--- src/hdl/mempool_sys_pkg.sv ---
// Widths, address map, memory sizes and decode target
// shared by the memory system modules
package mempool_sys_pkg;

  // Bus widths
  localparam int unsigned AddrWidth     = 32;
  localparam int unsigned DataWidth     = 32;
  localparam int unsigned StrbWidth     = DataWidth / 8;
  localparam int unsigned ByteOffsWidth = $clog2(StrbWidth);
  localparam int unsigned NumCores      = 8;

  // L2 geometry, word interleaved across banks
  localparam int unsigned NumL2Banks     = 4;
  localparam int unsigned L2BankNumWords = 256;
  localparam int unsigned L2BankSelWidth = $clog2(NumL2Banks);
  localparam int unsigned L2RowWidth     = $clog2(L2BankNumWords);
  localparam int unsigned L2Size         = NumL2Banks * L2BankNumWords * StrbWidth;

  // Boot ROM
  localparam int unsigned BootromNumWords = 16;
  localparam int unsigned RomIdxWidth     = $clog2(BootromNumWords);

  typedef logic [AddrWidth-1:0]  addr_t;
  typedef logic [DataWidth-1:0]  data_t;
  typedef logic [StrbWidth-1:0]  strb_t;
  typedef logic [NumCores-1:0]   core_mask_t;
  typedef logic [L2RowWidth-1:0] l2_row_t;
  typedef logic [RomIdxWidth-1:0] rom_idx_t;

  // Address map
  localparam addr_t CtrlBaseAddr    = 32'h4000_0000;
  localparam addr_t CtrlEndAddr     = 32'h4000_FFFF;
  localparam addr_t L2BaseAddr      = 32'h8000_0000;
  localparam addr_t L2EndAddr       = L2BaseAddr + addr_t'(L2Size); // Exclusive
  localparam addr_t BootromBaseAddr = 32'hA000_0000;
  localparam addr_t BootromEndAddr  = 32'hA000_FFFF;

  localparam logic [15:0] BootromTag = 16'hB007; // Upper half of every ROM word

  // Control register offsets within the low address bits
  localparam int unsigned CtrlOffsWidth = 16;
  localparam logic [CtrlOffsWidth-1:0] CtrlWakeUpOffs   = 16'h0000;
  localparam logic [CtrlOffsWidth-1:0] CtrlEocOffs      = 16'h0004;
  localparam logic [CtrlOffsWidth-1:0] CtrlNumCoresOffs = 16'h0008;

  // Decode target of a host request
  typedef enum logic [1:0] {
    TgtCtrl,
    TgtL2,
    TgtBootrom,
    TgtExternal
  } target_e;

endpackage : mempool_sys_pkg

--- src/hdl/ctrl_registers.sv ---
`timescale 1ns/100ps
// Control registers: core wake-up pulse, end of computation
// and a read-only core count
module ctrl_registers
  import mempool_sys_pkg::*;
(
  input  logic       clk_i,
  input  logic       rst_n_i,
  input  logic       req_i,
  input  logic       we_i,
  input  addr_t      addr_i,
  input  data_t      wdata_i,
  output logic       rvalid_o,
  output data_t      rdata_o,
  output core_mask_t wake_up_o,
  output logic       eoc_valid_o
);

  logic [CtrlOffsWidth-1:0] offs;
  logic                     wr_en;
  data_t                    rd_word;
  data_t                    rdata_q;
  data_t                    eoc_q;
  core_mask_t               wake_up_q;
  logic                     rvalid_q;

  assign offs  = addr_i[CtrlOffsWidth-1:0];
  assign wr_en = req_i && we_i;

  // Read view of the register map
  always_comb begin
    case (offs)
      CtrlEocOffs:      rd_word = eoc_q;
      CtrlNumCoresOffs: rd_word = data_t'(NumCores);
      default:          rd_word = '0; // Wake-up reads as zero
    endcase
  end

  always_ff @(posedge clk_i) begin
    if (!rst_n_i) begin
      rvalid_q  <= 1'b0;
      wake_up_q <= '0;
      eoc_q     <= '0;
    end else begin
      rvalid_q <= req_i;
      // One-cycle pulse, cleared on the next edge
      wake_up_q <= (wr_en && offs == CtrlWakeUpOffs) ? wdata_i[NumCores-1:0] : '0;
      if (wr_en && offs == CtrlEocOffs) begin
        eoc_q <= wdata_i;
      end
    end
  end

  always_ff @(posedge clk_i) begin
    if (req_i && !we_i) begin
      rdata_q <= rd_word;
    end
  end

  assign rvalid_o    = rvalid_q;
  assign rdata_o     = rdata_q;
  assign wake_up_o   = wake_up_q;
  assign eoc_valid_o = eoc_q[0];

endmodule : ctrl_registers

--- config.mk ---
export PLATFORM = sky130hd
export DESIGN_NAME = ctrl_registers
export DESIGN_NICKNAME = d
export VERILOG_FILES = /design/src/hdl/mempool_sys_pkg.sv /design/src/hdl/ctrl_registers.sv
export SDC_FILE = /design/constraint.sdc
export NUM_CORES = 1
export LEC_CHECK = 0
export BUFFER_PORTS_ARGS = -buffer_cell sky130_fd_sc_hd__buf_2
export CORE_ASPECT_RATIO = 1.2
export CORE_MARGIN = 2
export CORE_UTILIZATION = 35
export CTS_CLUSTER_SIZE = 12
export DETAILED_ROUTE_END_ITERATION = 7
export GPL_TIMING_DRIVEN = 1
export PLACE_DENSITY = 0.73
export SYNTH_ARGS = -nofsm -noshare
export SYNTH_HDL_FRONTEND = slang
export SYNTH_SLANG_ARGS = --single-unit
export TNS_END_PERCENT = 30
--- constraint.sdc ---
create_clock -name clk_i -period 3 [get_ports clk_i]
set_clock_uncertainty 0.15 [all_clocks]
set_input_delay 0.45 -clock clk_i [delete_from_list [all_inputs] [get_ports clk_i]]
set_output_delay 0.45 -clock clk_i [all_outputs]
set_load 0.05 [all_outputs]
After elaboration in Yosys (flattened, before gate mapping)
Index checks and enable logic that the tools add are counted.
{"block": "word_totals", "regBits": 73, "latch_bits": 0, "ram_bits": 0, "mem_bits_ro": 0, "inputBits": 68, "out_inout_bits": 42, "wordCells": 14, "mem_count": 0}
{"block": "classes", "n_addsub": 0, "n_mul": 0, "div_mod_pow": 0, "n_lt_le_gt_ge": 0, "n_eq_ne": 2, "shift": 0, "mux": 1, "bitwise_logic": 0, "n_reduce_logical": 7}
{"cell": "$pmux W32 S2", "n": 1}
{"cell": "$eq A16 B3 Y1 const B", "n": 1}
{"cell": "$eq A16 B4 Y1 const B", "n": 1}
{"cell": "$logic_not A16 Y1", "n": 1}
{"cell": "$logic_and A1 B1 Y1", "n": 4}
{"cell": "$reduce_and A2 Y1", "n": 1}
{"cell": "$logic_not A1 Y1", "n": 1}

Depth between registers and ports, before layout
Gate-level depths: netlist of run 1.
{"block": "depth", "depth_word": 3, "depth_mapped": 5, "mapped_depth_nobuf": 4}

Worst setup path before layout of run 1
Ideal clock, no wire load.
{"block": "synth_timing", "kind": "in2reg", "start": "input we_i", "end": "register rdata_q[0], in the netlist rdata_o[0], enable pin", "setup_time_ns": 0.425, "t_arrival_ns": 1.902, "required_time_ns": 2.425, "slack_ns": 0.522, "path_stages": 1, "path_buffers": 0, "path_cell_list": "nor2b_1"}
{"block": "synth_via", "elab_chain_cells": 2}
{"element": "start, declared", "line": "ctrl_registers.sv:10", "rtl": "input logic we_i,"}
{"element": "$logic_not A1 Y1", "line": "ctrl_registers.sv:55", "rtl": "if (req_i && !we_i) begin"}
{"element": "$logic_and A1 B1 Y1", "line": "ctrl_registers.sv:55"}
{"element": "end signal, assigned", "line": "ctrl_registers.sv:56", "rtl": "rdata_q <= rd_word;"}
{"element": "end, declared", "line": "ctrl_registers.sv:22", "rtl": "data_t rdata_q;"}
Every way passes these cells.
A chain may end at the register's enable or synchronous reset.

Final worst setup path of run 1
{"block": "layout_timing", "start": "input addr_i[1]", "end": "register eoc_q[15]"}
{"block": "layout_via", "elab_chain_cells": 2}
{"element": "start, declared", "line": "ctrl_registers.sv:11", "rtl": "input addr_t addr_i,"}
{"element": "$eq A16 B3 Y1", "line": "ctrl_registers.sv:48", "rtl": "if (wr_en && offs == CtrlEocOffs) begin"}
{"element": "$logic_and A1 B1 Y1", "line": "ctrl_registers.sv:48"}
{"element": "end signal, assigned", "line": "ctrl_registers.sv:49", "rtl": "eoc_q <= wdata_i;"}
{"element": "end, declared", "line": "ctrl_registers.sv:23", "rtl": "data_t eoc_q;"}
Every way passes these cells.

==> flow_metrics.env, run 1 <==
export IMPL_critPathLaunchType="primary input"
export IMPL_run_status="finished clean"
export IMPL_worstSetupEndpointType="flip-flop"
export IMPL_grt_ovfl_total=0
export IMPL_setup_slack_ns=1.056
export IMPL_syn_area_per_cell_um2=11.83
export IMPL_postCtsResizedCells=0
export IMPL_clkTransAtPathRegs_ns=0.08
export IMPL_ir_worst_vdd_v=0.0002629
export IMPL_hold_viol_final=0
export IMPL_fin_nets=398
export IMPL_worst_slew_pin_slew_ns=0.6304
export IMPL_hold_ws_ns=0.1833
export IMPL_syn_inst=236
export IMPL_drive_above_1_share_pct=35.52
export IMPL_synthDistinctLibCells=19
export IMPL_post_drt_wl_per_cell_um=12.39
export IMPL_num_vias=1948
export IMPL_numPortBuffers=93
export IMPL_antenna_found_initial=0
export IMPL_place_gp_congestion=0.6836
export IMPL_hpwl_um=3646
export IMPL_path_cells="buf_2 > nor4_2 > and4_2 > nand3_4 > mux2i_1"
export IMPL_numCtsBuffers=9
export IMPL_drt_initial_drc_count=53
export IMPL_setup_viol=0
export IMPL_pin_count=110
export IMPL_fmax_mhz=514.3
export IMPL_setup_tns_ns=0
export IMPL_finalCritPeriodShare_pct=64.81
export IMPL_clk_path_buf_depth=2
export IMPL_slew_headroom_pct=57.98
export IMPL_critPathSlowestCell="nand3_4"
export IMPL_seq_area_frac_synth_pct=63.83
export IMPL_drv_slew=0
export IMPL_drcViolationCount=0
export IMPL_max_stage_delay_ns=0.49
export IMPL_fp_dieW_um=85.53
export IMPL_layout_common_cells="93 x buf_2, 64 x nand2_1, 41 x dfxtp_1, 40 x and2_1"
export IMPL_final_antenna_net_count=0
export IMPL_mostFrequentLayoutCell="buf_2"
export IMPL_grt_max_degree=41
export IMPL_grt_pass1_wl_um=8728
export IMPL_wirelength_um=5292
export IMPL_place_ws_ns=0.6685
export IMPL_initial_core_util_pct=36.22
export IMPL_cp_max_fo=32
export IMPL_yosysWarnings=0
export IMPL_rsz0062_at_grt="false"
export IMPL_hold_buffers=0
export IMPL_hold_path_class="primary input to flip-flop"
export IMPL_vias_per_cell=4.562
export IMPL_total_leakage_power_uw=0.001687
export IMPL_powerDensity_mw_per_mm2=576.4
export IMPL_num_rows=35
export IMPL_grt_pass1_vias=1932
export IMPL_dr_wl_met2_um=2752
export IMPL_syn_area_mm2=0.002791
export IMPL_firstDrtPassIters=5
export IMPL_clk_latency_ns=0.33
export IMPL_diodes=0
export IMPL_drv_cap=0
export IMPL_worstPathRequired_ns=3.10
export IMPL_cts_root_buffer="clkbuf_8"
export IMPL_routed_top_layer="met4"
export IMPL_die_area_mm2=0.008709
export IMPL_cts_tree="built"
export IMPL_track_usage_pct=13.02
export IMPL_period_minus_slack_ns=1.944
export IMPL_postCtsSetupBuffers=0
export IMPL_syn_nets=304
export IMPL_area_growth_pct=27.48
export IMPL_ys_seq_elements=73
export IMPL_worstSetupPathType="primary input to flip-flop"
export IMPL_core_area_mm2=0.007707
export IMPL_arrival_ns=2.04
export IMPL_clock_sinks=73
export IMPL_htreeDepth=3
export IMPL_fp_dieH_um=101.8
export IMPL_met3_wirelength_um=267
export IMPL_wl_met1_um=2183
-- cell usage after synthesis --
cell | instances | area share, %
a21oi_1 | 1 | 0.18
and2_1 | 40 | 9.0
and4_2 | 1 | 0.36
buf_6 | 3 | 1.2
clkbuf_1 | 10 | 1.3
dfxtp_1 | 41 | 29
edfxtp_1 | 32 | 34
mux2i_1 | 32 | 11
nand2_1 | 64 | 8.6
nand2b_1 | 1 | 0.22
nand3_4 | 1 | 0.63
nand3b_1 | 1 | 0.27
nand4_1 | 1 | 0.22
nand4b_1 | 1 | 0.31
nor2_1 | 1 | 0.13
nor2b_1 | 1 | 0.22
nor3_2 | 1 | 0.36
nor4_2 | 3 | 1.3
nor4b_1 | 1 | 0.31
-- per-stage QoR --
stage | area [um^2] | utilization, % | std cells | power [uW]
after floorplan | 2791 | - | 236 | 1164
after global placement | 3331 | 43.21 | 411 | 1226
after detailed placement | 3331 | 43.21 | 411 | 1227
after CTS | 3558 | 46.17 | 427 | 2086
after global routing | 3558 | 46.17 | 427 | 2134
final | 3558 | 46.17 | 427 | 2051
-- registers in the layout, indices dropped and copies added (netlist names) --
signal     flops
rdata_o       32
wake_up_o      8
rvalid_o       1
eoc_q         32
-- cell type report --
type,instances,area (um^2)
clock buffer,10,137.6
clock inverter,6,90.09
fill,742,4149
multi-input combinational,150,945.9
sequential,73,1782
tap,92,115.1
timing repair buffer,96,488.0
-- worst max-delay path: cells and delay by family --
family,cells,cell delay (ns)
buf+inv,1,0.10
simple gates,3,1.14
mux,1,0.34
-- logic make-up (layout without fill, tap and decap cells) --
logic type	after synthesis	after routing	synth area share, %
simple gates	117	117	21.96
flops	73	73	63.83
mux	32	32	11.47
buf+inv	13	112	2.555
compound gates	1	1	0.1791
-- layer usage --
metal | up-vias | GRT usage [%]
met4 | 0 | 6.227
met2 | 64 | 23.68
met1 | 902 | 13.57
met5 | - | 0
li1 | 971 | -
met3 | 11 | 4.200
-- report_power, final --
group	switching (uW)	leakage, uW	internal, uW
Combinational	105	0.000943	44.6
Sequential	3.54	0.000631	1050
Clock	356	0.000113	494
-- path summary, 6_finish.rpt --
path,from,to,slack (ns),cells past startpoint
setup / recovery,addr_i[1],eoc_q[15]$_SDFFE_PN0P_,1.06,5
hold / removal,wdata_i[0],wake_up_o[0]$_SDFF_PN0_,0.18,2
setup reg to reg,eoc_q[3]$_SDFFE_PN0P_,rdata_o[3]$_DFFE_PP_,2.15,2
hold reg to reg,eoc_q[2]$_SDFFE_PN0P_,eoc_q[2]$_SDFFE_PN0P_,0.30,2
Note: power is estimated with default switching activity, not from simulation.
==> inputs of run 2 (changes only) <==
Clock period 3 ns to 2 ns, I/O delays scaled along.
==> run 2 against run 1 <==
Net effect:
- sequential power up 50%
- clock-buffer cell count is 1 higher
- utilization increased by 0.62 points
- critical path depth down 4
- sequential share of layout area shrank 0.66 points
- first-iteration DRC count down 13%
- critical path type is now flip-flop to output pin
- largest power group unchanged
==> flow_metrics.env, run 2 (synthesis gave the netlist of run 1 again) <==
export IMPL_fp_dieH_um=101.8
export IMPL_clock_sinks=73
export IMPL_post_drt_wl_per_cell_um=12.86
export IMPL_finalInstanceArea_mm2=0.003606
export IMPL_worst_slew_pin_slew_ns=0.3308
export IMPL_timing_rr_start="eoc_q[3]$_SDFFE_PN0P_"
export IMPL_whs_path_depth=2
export IMPL_layout_common_cells="93 x buf_2, 64 x nand2_1, 41 x dfxtp_1, 40 x and2_1"
export IMPL_hold_viol_final=0
export IMPL_critPathTopFamily="flip-flops"
export IMPL_hpwl_um=3925
export IMPL_critPathSlowestCell="dfxtp_1"
export IMPL_num_vias=1955
export IMPL_firstDrtPassIters=4
export IMPL_hold_buffers=0
export IMPL_critPathLaunchType="flip-flop"
export IMPL_clk_path_buf_depth=2
export IMPL_grt_ovfl_total=0
export IMPL_drv_cap=0
export IMPL_clkTransAtPathRegs_ns=0.08
export IMPL_diodes=0
export IMPL_setup_viol=0
export IMPL_cp_max_fo=3
export IMPL_place_gp_congestion=0.6735
export IMPL_setup_tns_ns=0
export IMPL_fin_nets=403
export IMPL_area_growth_pct=29.18
export IMPL_num_rows=35
export IMPL_core_area_mm2=0.007707
export IMPL_clk_latency_ns=0.34
export IMPL_numCtsBuffers=9
export IMPL_postCtsSetupBuffers=0
export IMPL_grt_pass1_vias=1825
export IMPL_arrival_ns=0.96
export IMPL_crit_start="eoc_q[0]$_SDFFE_PN0P_"
export IMPL_initial_core_util_pct=36.22
export IMPL_die_area_mm2=0.008709
export IMPL_path_depth=1
export IMPL_cp_num_buf_inv=1
export IMPL_numPortBuffers=93
export IMPL_worstPathRequired_ns=1.55
export IMPL_worstSetupPathType="flip-flop to output pin"
export IMPL_drv_slew=0
export IMPL_antenna_found_initial=0
export IMPL_place_area_mm2=0.003393
export IMPL_finalCritPeriodShare_pct=70.61
export IMPL_place_ws_ns=0.2328
export IMPL_vias_per_cell=4.525
export IMPL_crit_path_end="eoc_valid_o"
export IMPL_cts_tree="built"
export IMPL_max_stage_delay_ns=0.35
export IMPL_worstSetupEndpointType="output pin"
export IMPL_setup_slack_ns=0.5879
export IMPL_wirelength_um=5556
export IMPL_total_leakage_power_uw=0.001713
export IMPL_period_minus_slack_ns=1.412
export IMPL_fmax_mhz=708.1
export IMPL_final_antenna_net_count=0
export IMPL_ir_worst_vdd_v=0.0004166
export IMPL_nFillCells=737
export IMPL_run_status="finished clean"
export IMPL_drive_above_1_share_pct=35.88
export IMPL_pin_count=110
export IMPL_mostFrequentLayoutCell="buf_2"
export IMPL_slew_headroom_pct=77.95
export IMPL_r2r_slack_ns=1.12
export IMPL_drcViolationCount=0
export IMPL_rsz0062_at_grt="false"
export IMPL_hold_path_class="primary input to flip-flop"
export IMPL_path_cells="buf_2"
export IMPL_rr_worst_depth=2
export IMPL_postCtsResizedCells=0
export IMPL_fp_dieW_um=85.53
export IMPL_grt_pass1_wl_um=8631
export IMPL_drt_initial_drc_count=46
export IMPL_powerDensity_mw_per_mm2=847.3
export IMPL_cts_root_buffer="clkbuf_8"
export IMPL_htreeDepth=3
export IMPL_rr_endpoint="rdata_o[3]$_DFFE_PP_"
export IMPL_track_usage_pct=13.15
export IMPL_grt_max_degree=52
-- run 2: cell count changes in the layout (fill, tap and decap cells not counted), sizes merged --
cell    delta
inv        -1
clkbuf     +1
buf        +5
-- run 2: worst min-delay path by stage --
| stage | startpoint | to | slack [ns] |
|---|---|---|---|
| 6_report | wdata_i[0] | wake_up_o[0]$_SDFF_PN0_ | 0.02 |
| 5_1_grt | wdata_i[7] | wake_up_o[7]$_SDFF_PN0_ | 0.009 |
| 4_1_cts | wdata_i[0] | wake_up_o[0]$_SDFF_PN0_ | 0.006 |
| 3_5_place_dp | eoc_q[11]$_SDFFE_PN0P_ | eoc_q[11]$_SDFFE_PN0P_ | 0.30 |
| 3_3_place_gp | eoc_q[6]$_SDFFE_PN0P_ | eoc_q[6]$_SDFFE_PN0P_ | 0.29 |
| 2_1_floorplan | req_i | rvalid_o$_SDFF_PN0_ | 0.27 |
-- run 2: layout make-up --
cell class	instances	area [um^2]	share of cell area, %
tap	92	115.1	3.192
clock buffer	11	131.4	3.643
timing repair buffer	101	550.5	15.27
multi-input combinational	150	945.9	26.23
clock inverter	5	81.33	2.255
sequential	73	1782	49.41
-- run 2: metrics by stage --
stage,total power [uW],hold slack [ns],std cells,utilization [%]
6_report,3055,0.02245,432,46.79
5_1_grt,3168,0.008565,432,46.79
4_1_cts,3088,0.005596,432,46.79
3_5_place_dp,1845,0.2993,416,44.03
3_3_place_gp,1842,0.2891,416,44.03
2_1_floorplan,1746,0.2717,236,-
-- run 2: routing by layer --
metal  GRT usage (%)  up-vias  wire (um)
li1                -      986          -
met1           14.52      903       2325
met2           22.24       54       2807
met3           4.604       12        303
met4           7.204        0        119
met5               0        -          0
-- run 2: power breakdown --
| part | total [uW] | internal [uW] | switching [uW] |
|---|---|---|---|
| clock network | 1250 | 704 | 544 |
| registers | 1580 | 1570 | 5.48 |
| logic | 229 | 71.0 | 158 |
| total | 3060 | 2350 | 708 |
