$ cat config.mk
export PLATFORM = sky130hd
export DESIGN_NAME = addr_decoder
export DESIGN_NICKNAME = d
export VERILOG_FILES = /design/src/hdl/mempool_sys_pkg.sv /design/src/hdl/addr_decoder.sv
export SDC_FILE = /design/constraint.sdc
export NUM_CORES = 1
export LEC_CHECK = 0
export BUFFER_PORTS_ARGS = -buffer_cell sky130_fd_sc_hd__buf_2
export CORE_AREA = 2 2 149 151
export DETAILED_ROUTE_END_ITERATION = 6
export DIE_AREA = 0 0 151 153
export PLACE_DENSITY = 0.35
export SETUP_SLACK_MARGIN = 0.3
export SLEW_MARGIN = 5
export SYNTH_ARGS = -nofsm -noshare
export SYNTH_HDL_FRONTEND = slang
export SYNTH_SLANG_ARGS = --single-unit
$ cat constraint.sdc
create_clock -name clk_i -period 3.15 [get_ports clk_i]
set_input_delay 0.4725 -clock clk_i [delete_from_list [all_inputs] [get_ports clk_i]]
set_output_delay 0.4725 -clock clk_i [all_outputs]
set_load 0.02 [all_outputs]
$ cat src/hdl/mempool_sys_pkg.sv
// Widths, address map, memory sizes and decode target
// shared by the memory system modules
package mempool_sys_pkg;

  // Bus widths
  localparam int unsigned AddrWidth     = 32;
  localparam int unsigned DataWidth     = 32;
  localparam int unsigned StrbWidth     = DataWidth / 8;
  localparam int unsigned ByteOffsWidth = $clog2(StrbWidth);
  localparam int unsigned NumCores      = 8;

  // L2 geometry, word interleaved across banks
  localparam int unsigned NumL2Banks     = 4;
  localparam int unsigned L2BankNumWords = 256;
  localparam int unsigned L2BankSelWidth = $clog2(NumL2Banks);
  localparam int unsigned L2RowWidth     = $clog2(L2BankNumWords);
  localparam int unsigned L2Size         = NumL2Banks * L2BankNumWords * StrbWidth;

  // Boot ROM
  localparam int unsigned BootromNumWords = 16;
  localparam int unsigned RomIdxWidth     = $clog2(BootromNumWords);

  typedef logic [AddrWidth-1:0]  addr_t;
  typedef logic [DataWidth-1:0]  data_t;
  typedef logic [StrbWidth-1:0]  strb_t;
  typedef logic [NumCores-1:0]   core_mask_t;
  typedef logic [L2RowWidth-1:0] l2_row_t;
  typedef logic [RomIdxWidth-1:0] rom_idx_t;

  // Address map
  localparam addr_t CtrlBaseAddr    = 32'h4000_0000;
  localparam addr_t CtrlEndAddr     = 32'h4000_FFFF;
  localparam addr_t L2BaseAddr      = 32'h8000_0000;
  localparam addr_t L2EndAddr       = L2BaseAddr + addr_t'(L2Size); // Exclusive
  localparam addr_t BootromBaseAddr = 32'hA000_0000;
  localparam addr_t BootromEndAddr  = 32'hA000_FFFF;

  localparam logic [15:0] BootromTag = 16'hB007; // Upper half of every ROM word

  // Control register offsets within the low address bits
  localparam int unsigned CtrlOffsWidth = 16;
  localparam logic [CtrlOffsWidth-1:0] CtrlWakeUpOffs   = 16'h0000;
  localparam logic [CtrlOffsWidth-1:0] CtrlEocOffs      = 16'h0004;
  localparam logic [CtrlOffsWidth-1:0] CtrlNumCoresOffs = 16'h0008;

  // Decode target of a host request
  typedef enum logic [1:0] {
    TgtCtrl,
    TgtL2,
    TgtBootrom,
    TgtExternal
  } target_e;

endpackage : mempool_sys_pkg

$ cat src/hdl/addr_decoder.sv
`timescale 1ns/100ps
// Host port address decoder with grant control
// and in-order response steering
module addr_decoder
  import mempool_sys_pkg::*;
(
  input  logic  clk_i,
  input  logic  rst_n_i,
  // Host port
  input  logic  req_i,
  input  logic  we_i,
  input  addr_t addr_i,
  input  data_t wdata_i,
  input  strb_t be_i,
  output logic  gnt_o,
  output logic  rvalid_o,
  output data_t rdata_o,
  // External port
  output logic  ext_req_o,
  output logic  ext_we_o,
  output addr_t ext_addr_o,
  output data_t ext_wdata_o,
  output strb_t ext_be_o,
  input  logic  ext_gnt_i,
  input  logic  ext_rvalid_i,
  input  data_t ext_rdata_i,
  // Internal targets
  output logic  l2_req_o,
  output logic  rom_req_o,
  output logic  ctrl_req_o,
  output logic  mem_we_o,
  output addr_t mem_addr_o,
  output data_t mem_wdata_o,
  output strb_t mem_be_o,
  input  logic  l2_rvalid_i,
  input  data_t l2_rdata_i,
  input  logic  rom_rvalid_i,
  input  data_t rom_rdata_i,
  input  logic  ctrl_rvalid_i,
  input  data_t ctrl_rdata_i
);

  target_e req_tgt;
  target_e resp_tgt_q;    // Source of the next response
  logic    ext_sel;
  logic    int_due_q;     // Internal response due this cycle
  logic    ext_pending_q; // External request outstanding
  logic    accept;

  // Map lookup, anything unmapped goes outside
  always_comb begin
    req_tgt = TgtExternal;
    if (addr_i >= CtrlBaseAddr && addr_i <= CtrlEndAddr) begin
      req_tgt = TgtCtrl;
    end else if (addr_i >= L2BaseAddr && addr_i < L2EndAddr) begin
      req_tgt = TgtL2;
    end else if (addr_i >= BootromBaseAddr && addr_i <= BootromEndAddr) begin
      req_tgt = TgtBootrom;
    end
  end

  assign ext_sel = (req_tgt == TgtExternal);

  // External requests wait for the previous external and any internal response
  assign ext_req_o = req_i && ext_sel && !ext_pending_q && !int_due_q;
  assign gnt_o     = ext_sel ? (ext_req_o && ext_gnt_i) : !ext_pending_q;
  assign accept    = req_i && gnt_o;

  assign l2_req_o   = req_i && (req_tgt == TgtL2) && !ext_pending_q;
  assign rom_req_o  = req_i && (req_tgt == TgtBootrom) && !ext_pending_q;
  assign ctrl_req_o = req_i && (req_tgt == TgtCtrl) && !ext_pending_q;

  assign mem_we_o    = we_i;
  assign mem_addr_o  = addr_i;
  assign mem_wdata_o = wdata_i;
  assign mem_be_o    = be_i;

  assign ext_we_o    = we_i;
  assign ext_addr_o  = addr_i;
  assign ext_wdata_o = wdata_i;
  assign ext_be_o    = be_i;

  always_ff @(posedge clk_i) begin
    if (!rst_n_i) begin
      resp_tgt_q    <= TgtCtrl;
      int_due_q     <= 1'b0;
      ext_pending_q <= 1'b0;
    end else begin
      int_due_q <= accept && !ext_sel;
      if (accept) begin
        resp_tgt_q <= req_tgt;
      end
      if (accept && ext_sel) begin
        ext_pending_q <= 1'b1;
      end else if (ext_rvalid_i) begin
        ext_pending_q <= 1'b0; // External response seen
      end
    end
  end

  // Response steering by the source of the oldest request
  always_comb begin
    unique case (resp_tgt_q)
      TgtCtrl: begin
        rvalid_o = ctrl_rvalid_i;
        rdata_o  = ctrl_rdata_i;
      end
      TgtL2: begin
        rvalid_o = l2_rvalid_i;
        rdata_o  = l2_rdata_i;
      end
      TgtBootrom: begin
        rvalid_o = rom_rvalid_i;
        rdata_o  = rom_rdata_i;
      end
      default: begin
        rvalid_o = ext_rvalid_i;
        rdata_o  = ext_rdata_i;
      end
    endcase
  end

endmodule : addr_decoder

== Word level (Yosys, flattened, before mapping) ==
Index checks and enable logic that the tools add are counted.
Storage, ports and cells
  bits in registers: 4
  output and inout port bits: 176
  input port bits: 205
Operators by class
  mux-type cells: 8
  reductions and logical operators: 22
  magnitude comparators: 6
  eq/ne operators: 5
Operators by type and width (number)
  $pmux W32 S3: 1
  $ge A32 B32 Y1 const B: 2
  $ge A32 B31 Y1 const B: 1
  $le A32 B31 Y1 const B: 1
  $le A32 B32 Y1 const B: 1
  $lt A32 B32 Y1 const B: 1
  $logic_and A1 B1 Y1: 16
  $eq A2 B2 Y1 const B: 3
  $eq A2 B1 Y1 const B: 2
  $logic_not A2 Y1: 2
  $mux W1: 4
  $mux W2: 2
  $logic_not A1 Y1: 3
  $pmux W1 S3: 1
  $reduce_bool A2 Y1: 1

== Logic depth before layout (Yosys ltp) ==
Gate-level depths: netlist (run 1).
  depth in word-level cells: 14
  depth in mapped cells: 4

== Least setup slack after synthesis (run 1) ==
Ideal clock, no wire load.
  kind: input to output
  from: in addr_i[25]
  to: out rom_req_o
  data arrival time: 1859 ps
  setup slack: 818 ps
  data required time: 2677 ps
  stages: 4
  cell sequence: nor4_4 > nand4_2 > or3b_4 > nor3b_1
On the way
  longest elaborated chain between the ends: 8
  elaborated cells on any way between the ends: 15
RTL lines
  start, declared: RTL line addr_decoder.sv:12  | input addr_t addr_i,
  $ge A32 B32 Y1 or $le A32 B32 Y1 (tied branches): RTL line addr_decoder.sv:57  | end else if (addr_i >= BootromBaseAddr && addr_i <= BootromEndAddr) begin
  $logic_and A1 B1 Y1: RTL line addr_decoder.sv:57
  $mux W1: RTL line addr_decoder.sv:57
  $mux W2: RTL line addr_decoder.sv:55  | end else if (addr_i >= L2BaseAddr && addr_i < L2EndAddr) begin
  $mux W2 *: RTL line addr_decoder.sv:53  | if (addr_i >= CtrlBaseAddr && addr_i <= CtrlEndAddr) begin
  $eq A2 B2 Y1 *: RTL line addr_decoder.sv:70  | assign rom_req_o = req_i && (req_tgt == TgtBootrom) && !ext_pending_q;
  $logic_and A1 B1 Y1 * (2 in series): RTL line addr_decoder.sv:70
  end, declared: RTL line addr_decoder.sv:29  | output logic rom_req_o,
Mark *: on every way between the ends. The rest lies on a longest branch, timed or not.

== Final worst setup path (run 1) ==
  from: in addr_i[26]
  to: out l2_req_o
On the way
  longest elaborated chain between the ends: 8
  elaborated cells on any way between the ends: 15
RTL lines
  $ge A32 B32 Y1 or $le A32 B32 Y1 (tied branches): RTL line addr_decoder.sv:57
  $logic_and A1 B1 Y1: RTL line addr_decoder.sv:57
  $mux W1: RTL line addr_decoder.sv:57
  $mux W2: RTL line addr_decoder.sv:55
  $mux W2 *: RTL line addr_decoder.sv:53
  $eq A2 B1 Y1 *: RTL line addr_decoder.sv:69  | assign l2_req_o = req_i && (req_tgt == TgtL2) && !ext_pending_q;
  $logic_and A1 B1 Y1 * (2 in series): RTL line addr_decoder.sv:69
  end, declared: RTL line addr_decoder.sv:28  | output logic l2_req_o,
Marked as above.

==> impl_metrics.json, run 1 <==
{
  "outcome": "completed",
  "cts_sinks": 4,
  "tightest_slew_ps": 902,
  "synth_top_cell_by_area": "buf_4",
  "tns_ps": 0,
  "fin_crit_sh_pct": 79.3,
  "rows": 54,
  "power.switching_uw": 268,
  "cp_max_fo": 4,
  "synth_area_um2": 2190,
  "dp_hpwl_mm": 7.46,
  "vias_per_cell": 3.21,
  "critPathMaxStageDelay_ps": 420,
  "placed_area_um2": 2660,
  "yosys.area_share.xor_xnor_pct": 0,
  "drt-total-wl_mm": 8.35,
  "drt-pass1-iter-count": 4,
  "swShare_pct": 38.6,
  "hold_viol": 0,
  "final_antenna_net_count": 0,
  "initialDrtViolationCount": 65,
  "ys_seq_area_share_pct": 3.66,
  "synth-seq-cells": 4,
  "synth_top_family_by_area": "buffers and inverters",
  "slew_headroom_pct": 39.9,
  "drv_slew": 0,
  "synth_simple_gate_area_share_pct": 10.1,
  "place_congestion": 0.654,
  "synth_nets": 423,
  "rsz0062_at_grt": "false",
  "slowest_stage": "or3b_4",
  "finalNetCount": 516,
  "grt_max_degree": 35,
  "crit_top_cell": "buf_2",
  "synthMostInstantiatedCell": "buf_4",
  "worstSetupStartpointType": "input pin",
  "grt_antenna_before_repair": 0,
  "coreArea_um2": 21500,
  "combinationalPowerShare_pct": 61.9,
  "synth_cell_types": 30,
  "syn_avg_cell_area_um2": 10.0,
  "arrival_ps": 2030,
  "port_buffers": 233,
  "synth_warnings": 0,
  "hp-class": "register to register",
  "synthAdderAreaFrac_pct": 0,
  "path_class": "input pin to primary output",
  "synth_top_area_share_pct": 47.3,
  "synthTopCellsByCount": "138 x buf_4, 33 x mux4_2",
  "seqCellArea_um2": 82.6,
  "cts_root_buf": "clkbuf_16",
  "p_leak_nw": 1.25,
  "drive_gt1_share_pct": 90.3,
  "syn_inst": 218,
  "overflow": 0,
  "synth_edf_count": 0,
  "p_int_uw": 427,
  "min_period_ps": 2500,
  "cts_buffers": 3,
  "end_kind": "primary output",
  "via_count": 1890,
  "dieArea_um2": 23100,
  "area_growth_pct": 24.8,
  "crit_required_ps": 2680,
  "die_h_um": 153,
  "setup_viol": 0,
  "final_util_pct": 12.7,
  "grt_pass1_wl_mm": 11.4,
  "postCtsSetupBuffers": 0,
  "fp.dieW_um": 151,
  "cts_tree": "built",
  "p_per_area_nw_per_um2": 255,
  "cts_resized": 0,
  "fmax_mhz": 400,
  "synth_compound_area_share_pct": 2.74,
  "pwr-share-seq_pct": 10.0,
  "boundaryPins": 381,
  "start_util_pct": 10.2,
  "crit_chain": "buf_2 -> nor4_4 -> nand4_2 -> or3b_4 -> nor4b_2 -> buf_2",
  "cts_hold_buffers": 0,
  "cts_buffer_depth": 2,
  "peakVddDrop_uv": 161,
  "diodes": 0,
  "ys.flop_type": "dfxtp_1",
  "p_clk_share_pct": 28.1,
  "multi_input_area_um2": 1030,
  "synth_area_leaders": "buf_4 47%, mux4_2 34%, dfxtp_1 3.7%, nor4_4 2.9%, nor3b_1 1.0%",
  "drt_drc_violations_left": 0,
  "detail_route.wl_per_cell_um": 14.2,
  "synthMuxAreaShare_pct": 34.4,
  "finalClockSkew_ps": 0.860,
  "final.setup.worst_slack_ps": 651,
  "grt_pass1_vias": 2076,
  "clk_pin_slew_ps": 30,
  "htreeDepth": 1,
  "pre_cts_ws_ps": 614,
  "final_cell_area_um2": 2730,
  "hold_ws_ps": 491,
  "fill_cells": 2472,
  "async_flop_share_pct": 0,
  "drv_cap": 0,
  "grt.total_usage_pct": 6.41,
  "insertion_delay_ps": 220
}
-- path summary, 6_finish.rpt --
kind                              startpoint                    endpoint  slack, ps  depth (start not counted)
hold reg to reg   ext_pending_q$_SDFFE_PN0P_  ext_pending_q$_SDFFE_PN0P_        490                          2
setup / recovery                  addr_i[26]                    l2_req_o        650                          6
setup reg to reg  ext_pending_q$_SDFFE_PN0P_  resp_tgt_q[0]$_SDFFE_PN0N_       1840                          4
hold / removal    ext_pending_q$_SDFFE_PN0P_  ext_pending_q$_SDFFE_PN0P_        490                          2
-- registers in the layout (all words and copies together) (netlist names) --
name,count
int_due_q,1
ext_pending_q,1
resp_tgt_q,2
-- routing by layer --
metal | track usage (%) | vias up | routed length (µm)
met2 | 13.5 | 187 | 4420
li1 | - | 831 | -
met4 | 2.49 | 0 | 270
met1 | 5.53 | 833 | 2510
met3 | 1.58 | 39 | 1150
met5 | 0 | - | 0
-- cell families (layout without fill, tap and decap cells) --
| kind of cell | Yosys count | in the layout |
|---|---|---|
| AND/OR/NAND/NOR | 25 | 25 |
| buffers and inverters | 147 | 238 |
| flip-flops | 4 | 4 |
| multiplexers | 34 | 34 |
| AO/OA/AOI/OAI | 8 | 8 |
-- per-stage QoR --
step                cells  total power, mW
floorplan             218            0.517
global placement      586            0.504
detailed placement    586            0.510
CTS                   589            0.709
global route          589            0.738
finish                589            0.696
-- final cells by class --
class	count	area share, %
Timing Repair Buffer	234	43.4
Clock buffer	3	2.75
Multi-Input combinational cell	67	37.8
Tap cell	280	12.8
Sequential cell	4	3.02
Inverter	1	0.137
-- cell usage in the layout (no fill, tap or decap), types with 2 or more instances in the layout --
master	netlist	final
buf_2	4	233
nor2_1	4	4
dfxtp_2	0	2
mux4_2	33	33
clkbuf_16	0	3
dfxtp_1	4	2
nor3b_1	3	3
nor4_4	3	3
nor2b_1	3	3
nand3b_1	2	2
-- power by group through the flow --
stage               registers, mW  clock network, mW  logic [mW]
CTS                        0.0715              0.199       0.439
detailed placement         0.0721                  0       0.438
global route               0.0718              0.202       0.465
global placement           0.0708                  0       0.433
finish                     0.0696              0.196       0.430
floorplan                  0.0550                  0       0.462
-- critical path, delay by kind of cell --
kind | cells | cell delay (ps)
buf+inv | 2 | 320
simple gates | 4 | 1230
Note: power is estimated with default switching activity, not from simulation.
==> inputs of run 2 (changes only) <==
--- a/config.mk
+++ b/config.mk
@@ -6,10 +6,10 @@
 export NUM_CORES = 1
 export LEC_CHECK = 0
 export BUFFER_PORTS_ARGS = -buffer_cell sky130_fd_sc_hd__buf_2
-export CORE_AREA = 2 2 149 151
+export CORE_AREA = 2 2 150 152
 export DETAILED_ROUTE_END_ITERATION = 6
-export DIE_AREA = 0 0 151 153
-export PLACE_DENSITY = 0.35
+export DIE_AREA = 0 0 152 154
+export PLACE_DENSITY = 0.34
 export SETUP_SLACK_MARGIN = 0.3
 export SLEW_MARGIN = 5
 export SYNTH_ARGS = -nofsm -noshare
==> constraint.sdc (replaced) <==
create_clock -name clk_i -period 2.4 [get_ports clk_i]
set_input_delay 0.36 -clock clk_i [delete_from_list [all_inputs] [get_ports clk_i]]
set_output_delay 0.36 -clock clk_i [all_outputs]
set_load 0.02 [all_outputs]
==> impl_metrics.json, run 2 (synthesis gave the netlist of run 1 again) <==
{
  "reg_top3": "resp_tgt_q x2, ext_pending_q x1, int_due_q x1",
  "largest_reg_flops": 2,
  "port_buffers": 233,
  "p_per_area_nw_per_um2": 326,
  "hold_viol": 0,
  "layout_common_cells": "229 x buf_2, 33 x mux4_2, 6 x buf_4",
  "cts_root_buf": "clkbuf_16",
  "setup_viol": 0,
  "tightest_slew_ps": 486,
  "cts_sinks": 4,
  "dieArea_um2": 23400,
  "combinationalPowerShare_pct": 63.5,
  "drt-total-wl_mm": 7.39,
  "final_common_cell": "buf_2",
  "grt_max_degree": 34,
  "p_int_uw": 568,
  "outcome": "completed",
  "placed_cells": 589,
  "drt-pass1-iter-count": 3,
  "fin_cells": 593,
  "via_count": 1879,
  "htreeDepth": 1,
  "place_congestion": 0.784,
  "rows": 54,
  "path_class": "input pin to primary output",
  "fin_crit_sh_pct": 89.1,
  "finalNetCount": 520,
  "finalClockSkew_ps": 2.34,
  "cts_tree": "built",
  "p_leak_nw": 1.29,
  "final_antenna_net_count": 0,
  "pwr-share-seq_pct": 8.0,
  "fmax_mhz": 468,
  "drt_drc_violations_left": 0,
  "vias_per_cell": 3.17,
  "hp-class": "input pin to register",
  "initialDrtViolationCount": 35,
  "start_util_pct": 10.1,
  "diodes": 0,
  "coreArea_um2": 21700,
  "cts_buffers": 3,
  "fp.dieW_um": 152,
  "grt_antenna_before_repair": 0,
  "overflow": 0,
  "drive_gt1_share_pct": 92.3,
  "rsz0062_at_grt": "true",
  "die_h_um": 154,
  "regMostFlops": "resp_tgt_q",
  "insertion_delay_ps": 230,
  "area_growth_pct": 29.4,
  "peakVddDrop_uv": 346,
  "drv_cap": 0,
  "p_clk_share_pct": 28.5,
  "boundaryPins": 381,
  "grt_pass1_wl_mm": 11.0,
  "slew_headroom_pct": 67.6,
  "crit_required_ps": 2040,
  "drv_slew": 0,
  "cp_max_fo": 3,
  "swShare_pct": 38.4,
  "power.switching_uw": 354,
  "detail_route.wl_per_cell_um": 12.5,
  "tns_ps": 0,
  "arrival_ps": 1780,
  "grt.total_usage_pct": 5.75,
  "grt_pass1_vias": 2099,
  "cts_buffer_depth": 2,
  "worstSetupStartpointType": "input pin",
  "clk_pin_slew_ps": 30,
  "min_period_ps": 2140,
  "end_kind": "primary output"
}
## run 2: metrics by stage
stage          hold WS (ps)  worst slack (ps)  utilization [%]  cell area (µm²)  power [mW]
6_report                429               262             13.1             2830       0.922
5_1_grt                 436               165             13.1             2830       0.975
4_1_cts                 426               166             12.9             2800       0.937
3_5_place_dp            451              70.4             12.4             2680       0.664
3_3_place_gp            451              74.6             12.4             2680       0.658
2_1_floorplan           470               333                -             2190       0.679
## run 2: worst paths after layout
check | from | to | slack, ps | depth (start not counted)
hold reg to reg | resp_tgt_q[1]$_SDFFE_PN0N_ | resp_tgt_q[1]$_SDFFE_PN0N_ | 460 | 2
hold / removal | rst_n_i | resp_tgt_q[0]$_SDFFE_PN0N_ | 430 | 2
setup reg to reg | ext_pending_q$_SDFFE_PN0P_ | resp_tgt_q[1]$_SDFFE_PN0N_ | 1100 | 5
setup / recovery | addr_i[27] | l2_req_o | 260 | 7
## run 2: final cells by class
type | instances | area (µm²)
tap | 280 | 350
timing repair buffer | 238 | 1240
multi-input combinational | 67 | 1080
sequential | 4 | 82.6
fill | 2466 | 18900
clock buffer | 3 | 75.1
inverter | 1 | 3.75
## run 2: repair_timing
action / CTS / global route
pin swaps: 3 / 3
hold buffers: 0 / 0
gates cloned: 0 / 0
endpoints found under the hold margin: 0 / 0
setup buffers: 1 / 0
endpoints found under the setup margin: 4 / 4
resized for setup: 7 / 7
## run 2: routing by layer
layer / vias to the layer above / share of wire (%) / wire length [µm] / GRT usage [%]
met5: - / 0 / 0 / 0
met4: 0 / 2.2 / 160 / 1.78
met3: 20 / 13 / 997 / 2.65
met2: 163 / 54 / 4020 / 11.4
met1: 860 / 30 / 2210 / 5.10
li1: 836 / - / - / -
## run 2: power by group through the flow
stage / sequential, mW / clock, mW / combinational, mW
4_1_cts: 0.0741 / 0.268 / 0.594
2_1_floorplan: 0.0722 / 0 / 0.606
5_1_grt: 0.0747 / 0.274 / 0.626
3_3_place_gp: 0.0747 / 0 / 0.583
3_5_place_dp: 0.0749 / 0 / 0.589
6_report: 0.0741 / 0.262 / 0.585
## run 2: worst max-delay path: stages
cell	delay, ps
buf_8	100
nor4_4	260
buf_4	170
nand4_4	80
or3b_4	420
nor4b_4	210
buf_4	170
==> inputs of run 3 (changes only) <==
==> constraint.sdc (replaced) <==
create_clock -name clk_i -period 2.4 [get_ports clk_i]
set_input_delay 0.48 -clock clk_i [delete_from_list [all_inputs] [get_ports clk_i]]
set_output_delay 0.48 -clock clk_i [all_outputs]
set_load 0.02 [all_outputs]
==> impl_metrics.json, run 3 (synthesis gave the netlist of run 1 again) <==
{
  "outcome": "completed",
  "p_leak_nw": 1.43,
  "overflow": 0,
  "reg2reg_slack_ps": 640,
  "tightest_slew_ps": 476,
  "hp-class": "register to register",
  "placed_cells": 597,
  "regMostFlops": "resp_tgt_q",
  "peakVddDrop_uv": 189,
  "fmax_mhz": 418,
  "cts_buffer_depth": 2,
  "min_period_ps": 2390,
  "final.setup.worst_slack_ps": 9.51,
  "port_buffers": 233,
  "insertion_delay_ps": 220,
  "pre_cts_ws_ps": -161,
  "htreeDepth": 1,
  "grt_pass1_wl_mm": 12.1,
  "reg_top3": "resp_tgt_q x2, ext_pending_q x1, int_due_q x1",
  "drt_drc_violations_left": 0,
  "coreArea_um2": 21700,
  "rows": 54,
  "dieArea_um2": 23400,
  "hold_depth": 2,
  "grt_max_degree": 34,
  "fin_cells": 610,
  "grt_antenna_before_repair": 1,
  "r2r_cells": 9,
  "cts_root_buf": "clkbuf_16",
  "final_common_cell": "buf_2",
  "detail_route.wl_per_cell_um": 14.0,
  "dp_hpwl_mm": 7.01,
  "path_class": "input pin to primary output",
  "cts_buffers": 3,
  "setup_viol": 0,
  "r2r-start": "ext_pending_q$_SDFFE_PN0P_",
  "drv_slew": 0,
  "hold_viol": 0,
  "cp_max_fo": 2,
  "drive_gt1_share_pct": 92.7,
  "via_count": 1977,
  "final_cell_area_um2": 3130,
  "drt-total-wl_mm": 8.53,
  "die_h_um": 154,
  "slew_headroom_pct": 67.8,
  "place_congestion": 0.825,
  "rsz0062_at_grt": "true",
  "p_per_area_nw_per_um2": 320,
  "end_kind": "primary output",
  "finalClockSkew_ps": 1.02,
  "initialDrtViolationCount": 50,
  "rr_endpoint": "resp_tgt_q[1]$_SDFFE_PN0N_",
  "grt.total_usage_pct": 6.62,
  "arrival_ps": 1910,
  "placed_area_um2": 2770,
  "min-delay-start": "resp_tgt_q[1]$_SDFFE_PN0N_",
  "worstSetupStartpointType": "input pin",
  "largest_reg_flops": 2,
  "fin_crit_sh_pct": 99.6,
  "area_growth_pct": 42.8,
  "layout_common_cells": "216 x buf_2, 33 x mux4_2, 16 x buf_6",
  "cts_sinks": 4,
  "finalNetCount": 535,
  "final_antenna_net_count": 0,
  "drt-pass1-iter-count": 4,
  "cts_tree": "built",
  "grt_pass1_vias": 2097,
  "drv_cap": 0,
  "start_util_pct": 10.1,
  "clk_pin_slew_ps": 30,
  "fp.dieW_um": 152,
  "boundaryPins": 381,
  "tns_ps": 0,
  "hold_end": "resp_tgt_q[1]$_SDFFE_PN0N_",
  "crit_required_ps": 1920,
  "vias_per_cell": 3.24,
  "cts_hold_buffers": 0
}
## run 3: changes by cell type in the layout (fill, tap and decap cells not counted), moves of 2 or more
cell,delta
buf_6,+15
buf_2,-13
buf_4,+8
buf_16,+2
clkbuf_16,+2
diode_2,+2
nor2_1,-2
## run 3: worst max path at each step
| stage | start | to | slack (ps) | cells past startpoint |
|---|---|---|---|---|
| 6_report | addr_i[27] | l2_req_o | 10 | 7 |
| 5_1_grt | addr_i[27] | l2_req_o | -120 | 7 |
| 4_1_cts | addr_i[22] | l2_req_o | -90 | 7 |
| 3_5_place_dp | addr_i[26] | l2_req_o | -160 | 7 |
| 3_3_place_gp | addr_i[26] | l2_req_o | -140 | 7 |
| 2_1_floorplan | addr_i[25] | l2_req_o | 200 | 4 |
## run 3: area by class of cell
cell class,count,area [µm²]
Fill cell,2454,18600
Timing Repair Buffer,253,1530
Multi-Input combinational cell,67,1080
Tap cell,280,350
Sequential cell,4,85.1
Clock buffer,3,75.1
Antenna cell,2,5.00
Inverter,1,3.75
## run 3: where the power goes
part	internal (mW)	switching, mW	total (mW)	leakage [nW]
Sequential	0.0707	0.00898	0.0797	0.0338
Clock	0.213	0.0442	0.257	0.0370
Combinational	0.343	0.320	0.663	1.36
## run 3: worst max-delay path: stages
cell     delay, ps
buf_8          100
nor4_4         280
buf_4          180
nand4_4         80
or3b_4         420
nor4b_4        200
buf_4          170
## run 3: per-layer routing
metal,GRT usage (%),up-vias,part of all wire [%]
met3,2.45,26,11
met5,0,-,0
met1,6.51,901,34
li1,-,869,-
met2,12.6,181,53
met4,2.40,0,2.8
## run 3: stage by stage
| step | util (%) | total power, mW | hold slack [ps] |
|---|---|---|---|
| 3_3_place_gp | 12.8 | 0.680 | 476 |
| 6_report | 14.4 | 0.999 | 494 |
| 5_1_grt | 14.4 | 1.05 | 528 |
| 3_5_place_dp | 12.8 | 0.685 | 491 |
| 4_1_cts | 13.8 | 0.973 | 498 |
| 2_1_floorplan | - | 0.679 | 470 |
## run 3: timing repair
| action | in CTS | in global routing |
|---|---|---|
| endpoints found under the setup margin | 10 | 18 |
| hold endpoints to repair | 0 | 0 |
| buffers inserted | 4 | 0 |
| pin swaps | 4 | 3 |
| cloned | 2 | 2 |
| resized for setup | 18 | 27 |
